<file path="config.mk">
export PLATFORM = sky130hd
export DESIGN_NAME = rp_analog_top
export DESIGN_NICKNAME = d
export VERILOG_FILES = /design/src/rp_pkg.sv /design/src/lock_monitor.sv /design/src/adc_frontend.sv /design/src/dac_mixer.sv /design/src/exp_pin_mux.sv /design/src/rp_analog_top.sv
export SDC_FILE = /design/constraint.sdc
export NUM_CORES = 1
export LEC_CHECK = 0
export CAP_MARGIN = 15
export CORE_AREA = 2 2 108 110
export DETAILED_ROUTE_END_ITERATION = 16
export DIE_AREA = 0 0 110 112
export DONT_BUFFER_PORTS = 1
export GPL_ROUTABILITY_DRIVEN = 0
export PLACE_DENSITY = 0.8
export SYNTH_ARGS = -nofsm -noshare
export SYNTH_HDL_FRONTEND = slang
export SYNTH_HIERARCHICAL = 1
export SYNTH_SLANG_ARGS = --single-unit
</file>
<file path="constraint.sdc">
create_clock -name adc_clk -period 1.5 [get_ports adc_clk]
set_input_delay 0.225 -clock adc_clk [delete_from_list [all_inputs] [get_ports adc_clk]]
set_output_delay 0.225 -clock adc_clk [all_outputs]
set_load 0.005 [all_outputs]
</file>
<file path="src/rp_pkg.sv">
`default_nettype none

package rp_pkg;

  //////////////////////////////////////////////////////////////////////
  // Analog data path widths
  //////////////////////////////////////////////////////////////////////

  localparam int unsigned chan_num     = 2;                  // ADC and DAC channels
  localparam int unsigned adc_raw_w    = 16;                 // Raw converter word
  localparam int unsigned smp_w        = 14;                 // Sample width
  localparam int unsigned adc_lsb_drop = adc_raw_w - smp_w;  // Unused low ADC bits
  localparam int unsigned sum_w        = smp_w + 1;          // Mixer sum, one guard bit

  // Two's complement sample
  typedef logic signed [smp_w-1:0] smp_t;

  // Per-channel bundles
  typedef smp_t [chan_num-1:0] smp_arr_t;
  typedef logic [chan_num-1:0][adc_raw_w-1:0] adc_raw_arr_t;
  typedef logic [chan_num-1:0][smp_w-1:0] dac_code_arr_t;  // Neg-slope offset code

  // Saturation limits
  localparam smp_t smp_max = {1'b0, {(smp_w-1){1'b1}}};  // +8191
  localparam smp_t smp_min = {1'b1, {(smp_w-1){1'b0}}};  // -8192

  // DAC code for sample zero, sign kept and rest inverted
  localparam logic [smp_w-1:0] dac_code_zero = {1'b0, {(smp_w-1){1'b1}}};

  //////////////////////////////////////////////////////////////////////
  // Expansion connector and daisy chain
  //////////////////////////////////////////////////////////////////////

  localparam int unsigned exp_w        = 8;   // Pins per connector side
  localparam int unsigned trig_in_pin  = 0;   // p side, external trigger in
  localparam int unsigned trig_out_pin = 0;   // n side, trigger out
  localparam int unsigned daisy_w      = 16;  // Received daisy word

  // Pin drive of one connector side
  typedef struct packed {
    logic [exp_w-1:0] dat;  // Output data
    logic [exp_w-1:0] oe;   // 1 = pin is output
  } exp_drv_t;

  // Daisy mode bits, bit 0 is sync
  typedef struct packed {
    logic sel_asg;   // Generator trigger out, else scope
    logic trig_pin;  // Trigger takes pin n0
    logic sync;      // Daisy sync mode
  } daisy_mode_t;

  //////////////////////////////////////////////////////////////////////
  // PLL lock diagnostics
  //////////////////////////////////////////////////////////////////////

  localparam int unsigned lock_cnt_w = 32;  // Unlocked cycle counter

endpackage : rp_pkg

`default_nettype wire

</file>
<file path="src/lock_monitor.sv">
`default_nettype none

module lock_monitor
  import rp_pkg::*;
(
  input  logic                  adc_clk,
  input  logic                  arst_n_i,
  input  logic                  pll_locked_i,   // From clock generator
  output logic                  path_rst_n_o,   // Data path clear, active low
  output logic [lock_cnt_w-1:0] lock_cnt_o      // Cycles spent without lock
);

  //////////////////////////////////////////////////////////////////////
  // Data path reset
  //////////////////////////////////////////////////////////////////////

  // Released only once the PLL reports lock
  // One cycle behind pll_locked_i
  always_ff @(posedge adc_clk or negedge arst_n_i) begin
    if (!arst_n_i) begin
      path_rst_n_o <= 1'b0;  // Hold path in reset
    end else begin
      path_rst_n_o <= pll_locked_i;
    end
  end

  //////////////////////////////////////////////////////////////////////
  // Lock loss counter
  //////////////////////////////////////////////////////////////////////

  // Diagnostic only, free running while unlocked
  // Wraps at all ones, no saturation
  always_ff @(posedge adc_clk or negedge arst_n_i) begin
    if (!arst_n_i) begin
      lock_cnt_o <= '0;
    end else if (!pll_locked_i) begin
      lock_cnt_o <= lock_cnt_o + 1'b1;  // One per unlocked cycle
    end
  end

  // Counter keeps running through path reset
  // so that a long drop reads back as its real length

endmodule : lock_monitor

`default_nettype wire

</file>
<file path="src/adc_frontend.sv">
`default_nettype none

module adc_frontend
  import rp_pkg::*;
(
  input  logic         adc_clk,
  input  logic         arst_n_i,
  input  logic         path_rst_n_i,    // Sync clear from lock monitor
  input  adc_raw_arr_t adc_dat_i,       // Raw converter words
  input  logic         digital_loop_i,  // 1 = take DAC samples
  input  smp_arr_t     dac_smp_i,       // Saturated DAC samples
  output smp_arr_t     adc_dat_o        // Two's complement samples
);

  logic [chan_num-1:0][smp_w-1:0] adc_trim;  // Upper 14 bits of each word
  smp_arr_t                       adc_cnv;   // After sign conversion
  smp_arr_t                       adc_nxt;   // Loopback selected

  //////////////////////////////////////////////////////////////////////
  // Trim and convert
  //////////////////////////////////////////////////////////////////////

  // Converter gives negative slope offset code
  // MSB is already the sign, remaining bits run the wrong way
  always_comb begin
    for (int c = 0; c < chan_num; c++) begin
      adc_trim[c] = adc_dat_i[c][adc_raw_w-1:adc_lsb_drop];      // Drop 2 LSBs
      adc_cnv[c]  = {adc_trim[c][smp_w-1], ~adc_trim[c][smp_w-2:0]};
    end
  end

  // Digital loopback replaces both channels at once
  assign adc_nxt = digital_loop_i ? dac_smp_i : adc_cnv;

  //////////////////////////////////////////////////////////////////////
  // Output register
  //////////////////////////////////////////////////////////////////////

  always_ff @(posedge adc_clk or negedge arst_n_i) begin
    if (!arst_n_i) begin
      adc_dat_o <= '0;
    end else if (!path_rst_n_i) begin
      adc_dat_o <= '0;       // Zero while PLL unlocked
    end else begin
      adc_dat_o <= adc_nxt;  // New sample every cycle
    end
  end

endmodule : adc_frontend

`default_nettype wire

</file>
<file path="src/dac_mixer.sv">
`default_nettype none

module dac_mixer
  import rp_pkg::*;
(
  input  logic          adc_clk,
  input  logic          arst_n_i,
  input  logic          path_rst_n_i,  // Sync clear from lock monitor
  input  smp_arr_t      asg_dat_i,     // Generator samples
  input  smp_arr_t      pid_dat_i,     // PID samples
  output smp_arr_t      dac_smp_o,     // Saturated sum, same cycle
  output dac_code_arr_t dac_dat_o      // Registered converter code
);

  logic signed [sum_w-1:0] sum [chan_num];  // Sum with guard bit
  logic [chan_num-1:0]     ovf;             // Sum left 14 bit range
  smp_arr_t                sat;             // Clamped sum
  dac_code_arr_t           dac_code;        // Offset code before register

  //////////////////////////////////////////////////////////////////////
  // Sum and saturate
  //////////////////////////////////////////////////////////////////////

  always_comb begin
    for (int c = 0; c < chan_num; c++) begin
      // Both operands signed, sign extended to 15 bits
      sum[c] = asg_dat_i[c] + pid_dat_i[c];

      // Top two bits disagree on overflow
      ovf[c] = sum[c][sum_w-1] ^ sum[c][sum_w-2];

      if (ovf[c]) begin
        sat[c] = sum[c][sum_w-1] ? smp_min : smp_max;  // Clamp by true sign
      end else begin
        sat[c] = sum[c][smp_w-1:0];
      end
    end
  end

  // Loopback source for the ADC side
  assign dac_smp_o = sat;

  //////////////////////////////////////////////////////////////////////
  // Offset code and output register
  //////////////////////////////////////////////////////////////////////

  // Keep sign, flip the rest, same mapping as the ADC
  always_comb begin
    for (int c = 0; c < chan_num; c++) begin
      dac_code[c] = {sat[c][smp_w-1], ~sat[c][smp_w-2:0]};
    end
  end

  always_ff @(posedge adc_clk or negedge arst_n_i) begin
    if (!arst_n_i) begin
      dac_dat_o <= {chan_num{dac_code_zero}};  // Mid scale
    end else if (!path_rst_n_i) begin
      dac_dat_o <= {chan_num{dac_code_zero}};  // Park output at zero
    end else begin
      dac_dat_o <= dac_code;
    end
  end

endmodule : dac_mixer

`default_nettype wire

</file>
<file path="src/exp_pin_mux.sv">
`default_nettype none

module exp_pin_mux
  import rp_pkg::*;
(
  input  daisy_mode_t        daisy_mode_i,  // From housekeeping
  input  logic [daisy_w-1:0] daisy_dat_i,   // Daisy received word
  input  logic               asg_trig_i,    // Generator trigger out
  input  logic               scope_trig_i,  // Scope trigger out
  input  logic [exp_w-1:0]   exp_p_in_i,    // p side pin levels
  input  exp_drv_t           hk_p_drv_i,    // Housekeeping p drive
  input  exp_drv_t           hk_n_drv_i,    // Housekeeping n drive
  output logic               trig_ext_o,    // External trigger
  output exp_drv_t           exp_p_drv_o,   // To p side buffers
  output exp_drv_t           exp_n_drv_o    // To n side buffers
);

  logic daisy_trig;  // Any daisy data bit set
  logic trig_blk;    // Block external trigger
  logic trig_sel;    // Outgoing trigger

  //////////////////////////////////////////////////////////////////////
  // External trigger
  //////////////////////////////////////////////////////////////////////

  // In sync mode the daisy word carries the trigger burst
  assign daisy_trig = |daisy_dat_i;
  assign trig_blk   = daisy_mode_i.sync & daisy_trig;

  // Pin p0 is the trigger input
  assign trig_ext_o = exp_p_in_i[trig_in_pin] & ~trig_blk;

  //////////////////////////////////////////////////////////////////////
  // Outgoing trigger and pin override
  //////////////////////////////////////////////////////////////////////

  // Generator or scope
  assign trig_sel = daisy_mode_i.sel_asg ? asg_trig_i : scope_trig_i;

  // No alternate function on the p side
  assign exp_p_drv_o = hk_p_drv_i;

  // n side follows housekeeping except pin n0 in trigger mode
  always_comb begin
    exp_n_drv_o = hk_n_drv_i;  // Default pass through
    if (daisy_mode_i.trig_pin) begin
      exp_n_drv_o.dat[trig_out_pin] = trig_sel;
      exp_n_drv_o.oe[trig_out_pin]  = 1'b1;  // Force output
    end
  end

  // Housekeeping direction bit for n0 is ignored
  // while the override is active

endmodule : exp_pin_mux

`default_nettype wire

</file>
<file path="src/rp_analog_top.sv">
`default_nettype none

module rp_analog_top
  import rp_pkg::*;
(
  input  logic                  adc_clk,
  input  logic                  arst_n_i,
  input  logic                  pll_locked_i,    // PLL lock status
  // ADC
  input  adc_raw_arr_t          adc_dat_i,       // Raw ADC words
  input  logic                  digital_loop_i,  // Loop DAC back to ADC
  // Generator and PID samples
  input  smp_arr_t              asg_dat_i,
  input  smp_arr_t              pid_dat_i,
  // Triggers
  input  logic                  asg_trig_i,
  input  logic                  scope_trig_i,
  // Daisy chain
  input  daisy_mode_t           daisy_mode_i,
  input  logic [daisy_w-1:0]    daisy_dat_i,
  // Expansion connector
  input  logic [exp_w-1:0]      exp_p_in_i,
  input  exp_drv_t              hk_p_drv_i,
  input  exp_drv_t              hk_n_drv_i,
  // Outputs
  output smp_arr_t              adc_dat_o,       // Converted ADC samples
  output dac_code_arr_t         dac_dat_o,       // DAC codes, both channels
  output logic                  trig_ext_o,      // External trigger
  output exp_drv_t              exp_p_drv_o,
  output exp_drv_t              exp_n_drv_o,
  output logic [lock_cnt_w-1:0] lock_cnt_o       // Unlocked cycle count
);

  logic     path_rst_n;  // Data path clear
  smp_arr_t dac_smp;     // Saturated sum for loopback

  //////////////////////////////////////////////////////////////////////
  // PLL lock monitor
  //////////////////////////////////////////////////////////////////////

  lock_monitor i_lock_monitor (
    .adc_clk      (adc_clk     ),
    .arst_n_i     (arst_n_i    ),
    .pll_locked_i (pll_locked_i),
    .path_rst_n_o (path_rst_n  ),
    .lock_cnt_o   (lock_cnt_o  )
  );

  //////////////////////////////////////////////////////////////////////
  // ADC front end
  //////////////////////////////////////////////////////////////////////

  adc_frontend i_adc_frontend (
    .adc_clk        (adc_clk       ),
    .arst_n_i       (arst_n_i      ),
    .path_rst_n_i   (path_rst_n    ),
    .adc_dat_i      (adc_dat_i     ),
    .digital_loop_i (digital_loop_i),
    .dac_smp_i      (dac_smp       ),  // Same cycle sum
    .adc_dat_o      (adc_dat_o     )
  );

  //////////////////////////////////////////////////////////////////////
  // DAC mixer
  //////////////////////////////////////////////////////////////////////

  dac_mixer i_dac_mixer (
    .adc_clk      (adc_clk   ),
    .arst_n_i     (arst_n_i  ),
    .path_rst_n_i (path_rst_n),
    .asg_dat_i    (asg_dat_i ),
    .pid_dat_i    (pid_dat_i ),
    .dac_smp_o    (dac_smp   ),
    .dac_dat_o    (dac_dat_o )
  );

  //////////////////////////////////////////////////////////////////////
  // Triggers and expansion pins
  //////////////////////////////////////////////////////////////////////

  exp_pin_mux i_exp_pin_mux (
    .daisy_mode_i (daisy_mode_i),
    .daisy_dat_i  (daisy_dat_i ),
    .asg_trig_i   (asg_trig_i  ),
    .scope_trig_i (scope_trig_i),
    .exp_p_in_i   (exp_p_in_i  ),
    .hk_p_drv_i   (hk_p_drv_i  ),
    .hk_n_drv_i   (hk_n_drv_i  ),
    .trig_ext_o   (trig_ext_o  ),  // Not gated by lock
    .exp_p_drv_o  (exp_p_drv_o ),
    .exp_n_drv_o  (exp_n_drv_o )
  );

endmodule : rp_analog_top

`default_nettype wire

</file>
==> metrics <==
Worst Path Max Fanout=6; number of nets with antenna violations after detailed routing=0; Overflow after GRT=0; clock buffers created by TritonCTS=9; total power of the final layout=8.382 mW; ys flop type=dfrtp_1; net count of the finished layout=around 830; peak supply drop=0.6319 mV; source-to-sink clock delay at the later pin of the worst-skew pair=~0.34 ns; DRT Wirelength=between 15000 and 20000 um; final worst path period need=2.259 ns; Cell Pwr Density=between 1000 and 1500 nW/um2; number of buffers added to fix hold violations after cts=1; flip-flop and latch count after synthesis=about 90; total count of max-transition violations in the final report=0; count of inserted antenna diode cells=0; Vias/cell=~5.9; setup repair after global routing missed its margin=yes; wire length of the first global-routing pass=approximately 24000 um; area of all placed cells without fillers=around 7400 um2; share of post-route cells with drive strength above 1=0.4380; number of failing hold endpoints at the final stage=between 80 and 90; run status=finished with violations; global router's overall resource usage=0.2579; Wirelength per Cell=around 21 um; category of the worst setup path capture point=register; Die Footprint=12320 um2; logic gate share of total power=0.340; proportion of total power due to net switching=0.3113; clock input transition at the sequential cells of the worst setup and hold paths=around 0.070 ns; cell total after placement=between 700 and 800; count of boundary I/O pins=approximately 270; worst setup path category=in -> reg; sequential group share of total power=0.364; DR WL met2=approximately 8800 um; P&R area growth vs syn=31.77%; number of buffers on the longest clock path=2; Post-DP Area=between 6000 and 7000 um2; number of rows in the core area=39; number of vias after detailed routing=approximately 4700; maximum number of pins on one net before global-route repair=90; most common library cell in the layout ignoring fill and taps=buf_4; path class of the lowest-slack min-delay path=in -> async; CP Data Arrival Time=around 2.5 ns; area of the core=roughly 11000 um2; CTS sink count=just under 90; Clock Power Share=0.296; relative max-transition margin=0.7415; final number of setup-violating endpoints=63; CP Data Required Time=1.77 ns; overall die height=around 110 um; switching power total=roughly 2.6 mW; number of fill cells=799; synth warn=6; post-synth top area cell=dfrtp_1; Top Metal Used=met5; share of Yosys cell area claimed by the top area cell type=0.2819; buffer cell driving the clock tree root=clkbuf_16; number of antenna violations at the first check in global routing=2; final non-filler cell total=slightly below 800; failing checks=negative hold slack, negative setup slack; Detail Route met3 WL=around 1500 um; routed length on met1=about 5700 um; net count of the mapped netlist=746; share of async-settable or async-resettable flops after synthesis=1.000; Distinct cells, synth=between 60 and 70; slew at the pin closest to its max-slew limit=around 0.39 ns; Max Fclk=between 400 and 500 MHz; synthesized area per cell=approximately 10 um2; number of input and output port buffers inserted=0; setup slack of the critical path after layout=-0.7595 ns; DRC violations left=0; final core occ=0.6594; number of iterations in the first detailed-routing pass=5; leakage power=3.310 nW; post-synth design cell area=between 5000 and 6000 um2; Int Pwr=about 5.8 mW; number of levels the H-tree was split into=3; sequential area share after synthesis=0.4041; TritonCTS clock tree=built; DPL Wire Length=11720 um; CP startpoint kind=input pin; Period Utilization, post-route=1.506; vias in the first global route=4864; synthesized instance count=560; highest-count cells in the layout ignoring fill and taps=110 x buf_4, 61 x nand2_1, 59 x dfrtp_1; skew final=roughly 0.0088 ns; largest cells by area after synthesis=dfrtp_1 28%, dfstp_2 12%, ha_1 6.9%, xnor2_1 6.3%, nand2_1 4.8%; number of DRC violations after detailed-routing iteration 0=383; initial standard-cell utilization of the core=0.5004; worst-case hold slack=-0.4250 ns; Die W=about 110 um; reported max-cap violation count=0; count of flip-flops with a built-in enable after synthesis=0
## final cells by class
cell class / instances / area [um2] / area share
Multi-Input combinational cell: 413 / 3507 / 0.4760
Sequential cell: 89 / 2265 / 0.3074
Timing Repair Buffer: 128 / 1066 / 0.1447
Clock buffer: 9 / 225.2 / 0.03057
Tap cell: 143 / 178.9 / 0.02428
Clock inverter: 7 / 100.1 / 0.01358
Inverter: 7 / 26.28 / 0.003566
## worst paths after layout
check	startpoint	end	slack (ns)	depth (start not counted)
setup reg to reg	i_lock_monitor/lock_cnt_o[0]	i_lock_monitor/lock_cnt_o[16]	-0.08	6
max in group asynchronous	arst_n_i	i_dac_mixer/dac_dat_o[19]	1.72	0
min in group adc_clk	digital_loop_i	i_adc_frontend/adc_dat_o[11]	0.03	2
hold reg to reg	i_lock_monitor/lock_cnt_o[31]	i_lock_monitor/lock_cnt_o[31]	0.50	1
setup / recovery	pid_dat_i[6]	i_adc_frontend/adc_dat_o[12]	-0.76	14
hold / removal	arst_n_i	i_lock_monitor/lock_cnt_o[31]	-0.43	0
## layer usage
layer	global-route usage	vias up
li1	-	2115
met2	0.4708	262
met3	0.06674	49
met4	0.1063	2
met5	0	-
met1	0.2755	2261
## metrics by stage
| step | TNS (ns) | setup WS [ns] |
|---|---|---|
| finish | -28.13 | -0.7595 |
| global route | -33.47 | -0.9012 |
| CTS | -24.40 | -0.7776 |
| detailed placement | -47.74 | -1.301 |
| global placement | -45.39 | -1.139 |
| floorplan | -40.17 | -1.025 |
## Yosys cell counts, types with 2 or more instances
cell type,number
o22ai_1,2
inv_1,7
nand3_2,3
buf_4,34
and3_1,2
a21oi_1,20
o21ai_1,8
nor4_1,4
buf_2,5
o21ai_2,12
o21ai_0,15
and2_1,3
nand4_1,12
o21a_1,6
a21o_1,14
fa_1,2
a2111oi_0,2
nor3b_1,2
nand2_1,71
a21oi_2,4
a211oi_2,3
xnor2_1,40
nand2b_1,5
a2111o_1,2
ha_1,31
xor2_1,11
mux2i_1,3
or2_1,22
nor2_1,15
dfrtp_1,63
and4_1,2
nor3_1,7
buf_6,4
nand3_1,17
a41oi_1,2
nor2b_1,3
clkbuf_1,7
a21boi_1,27
nor3b_2,2
a31oi_1,3
o21bai_1,3
o31ai_2,2
dfstp_2,26
or2_2,9
o211ai_1,4
## flip-flops by register name (all words and copies together) (netlist names)
register                     cells
i_lock_monitor/lock_cnt_o       32
i_adc_frontend/adc_dat_o        28
i_lock_monitor/path_rst_n_o      1
i_dac_mixer/dac_dat_o           28
## cell families after synthesis
| kind of cell | Yosys count | share of synthesized area |
|---|---|---|
| AOI/OAI and AO/OA | 135 | 0.1759 |
| DFF | 89 | 0.4041 |
| xor gates and xnor gates | 51 | 0.07988 |
| adders and majority gates | 33 | 0.07653 |
| muxes | 5 | 0.01141 |
| and+or+nand+nor | 189 | 0.1837 |
| buffers and inverters | 58 | 0.06847 |
## power by group through the flow
stage / clock [mW] / combinational [mW] / sequential (mW)
CTS: 2.52 / 2.63 / 3.06
global placement: 0 / 2.08 / 3.08
finish: 2.48 / 2.85 / 3.05
global route: 2.63 / 3.07 / 3.08
detailed placement: 0 / 2.17 / 3.09
floorplan: 0 / 1.45 / 3.08
## worst max-delay path, cell delays in order
cell and delay (ns):
ha_4 0.23, a21o_1 0.18, a21o_1 0.18, a21oi_2 0.13
a31oi_1 0.12, a21o_1 0.20, a21o_1 0.20, xor2_2 0.18
ha_4 0.25, buf_8 0.14, nor3b_4 0.19, or2_1 0.13
nand2_1 0.05, a21boi_1 0.11
## what timing repair did
| item | CTS | global route |
|---|---|---|
| endpoints found under the hold margin | 91 | 89 |
| setup endpoints to repair | 56 | 68 |
| gates cloned | 2 | 2 |
| resized for setup | 61 | 51 |
| pin swaps | 41 | 35 |
| buffers inserted | 19 | 10 |
(Power assumes the default switching activity.)
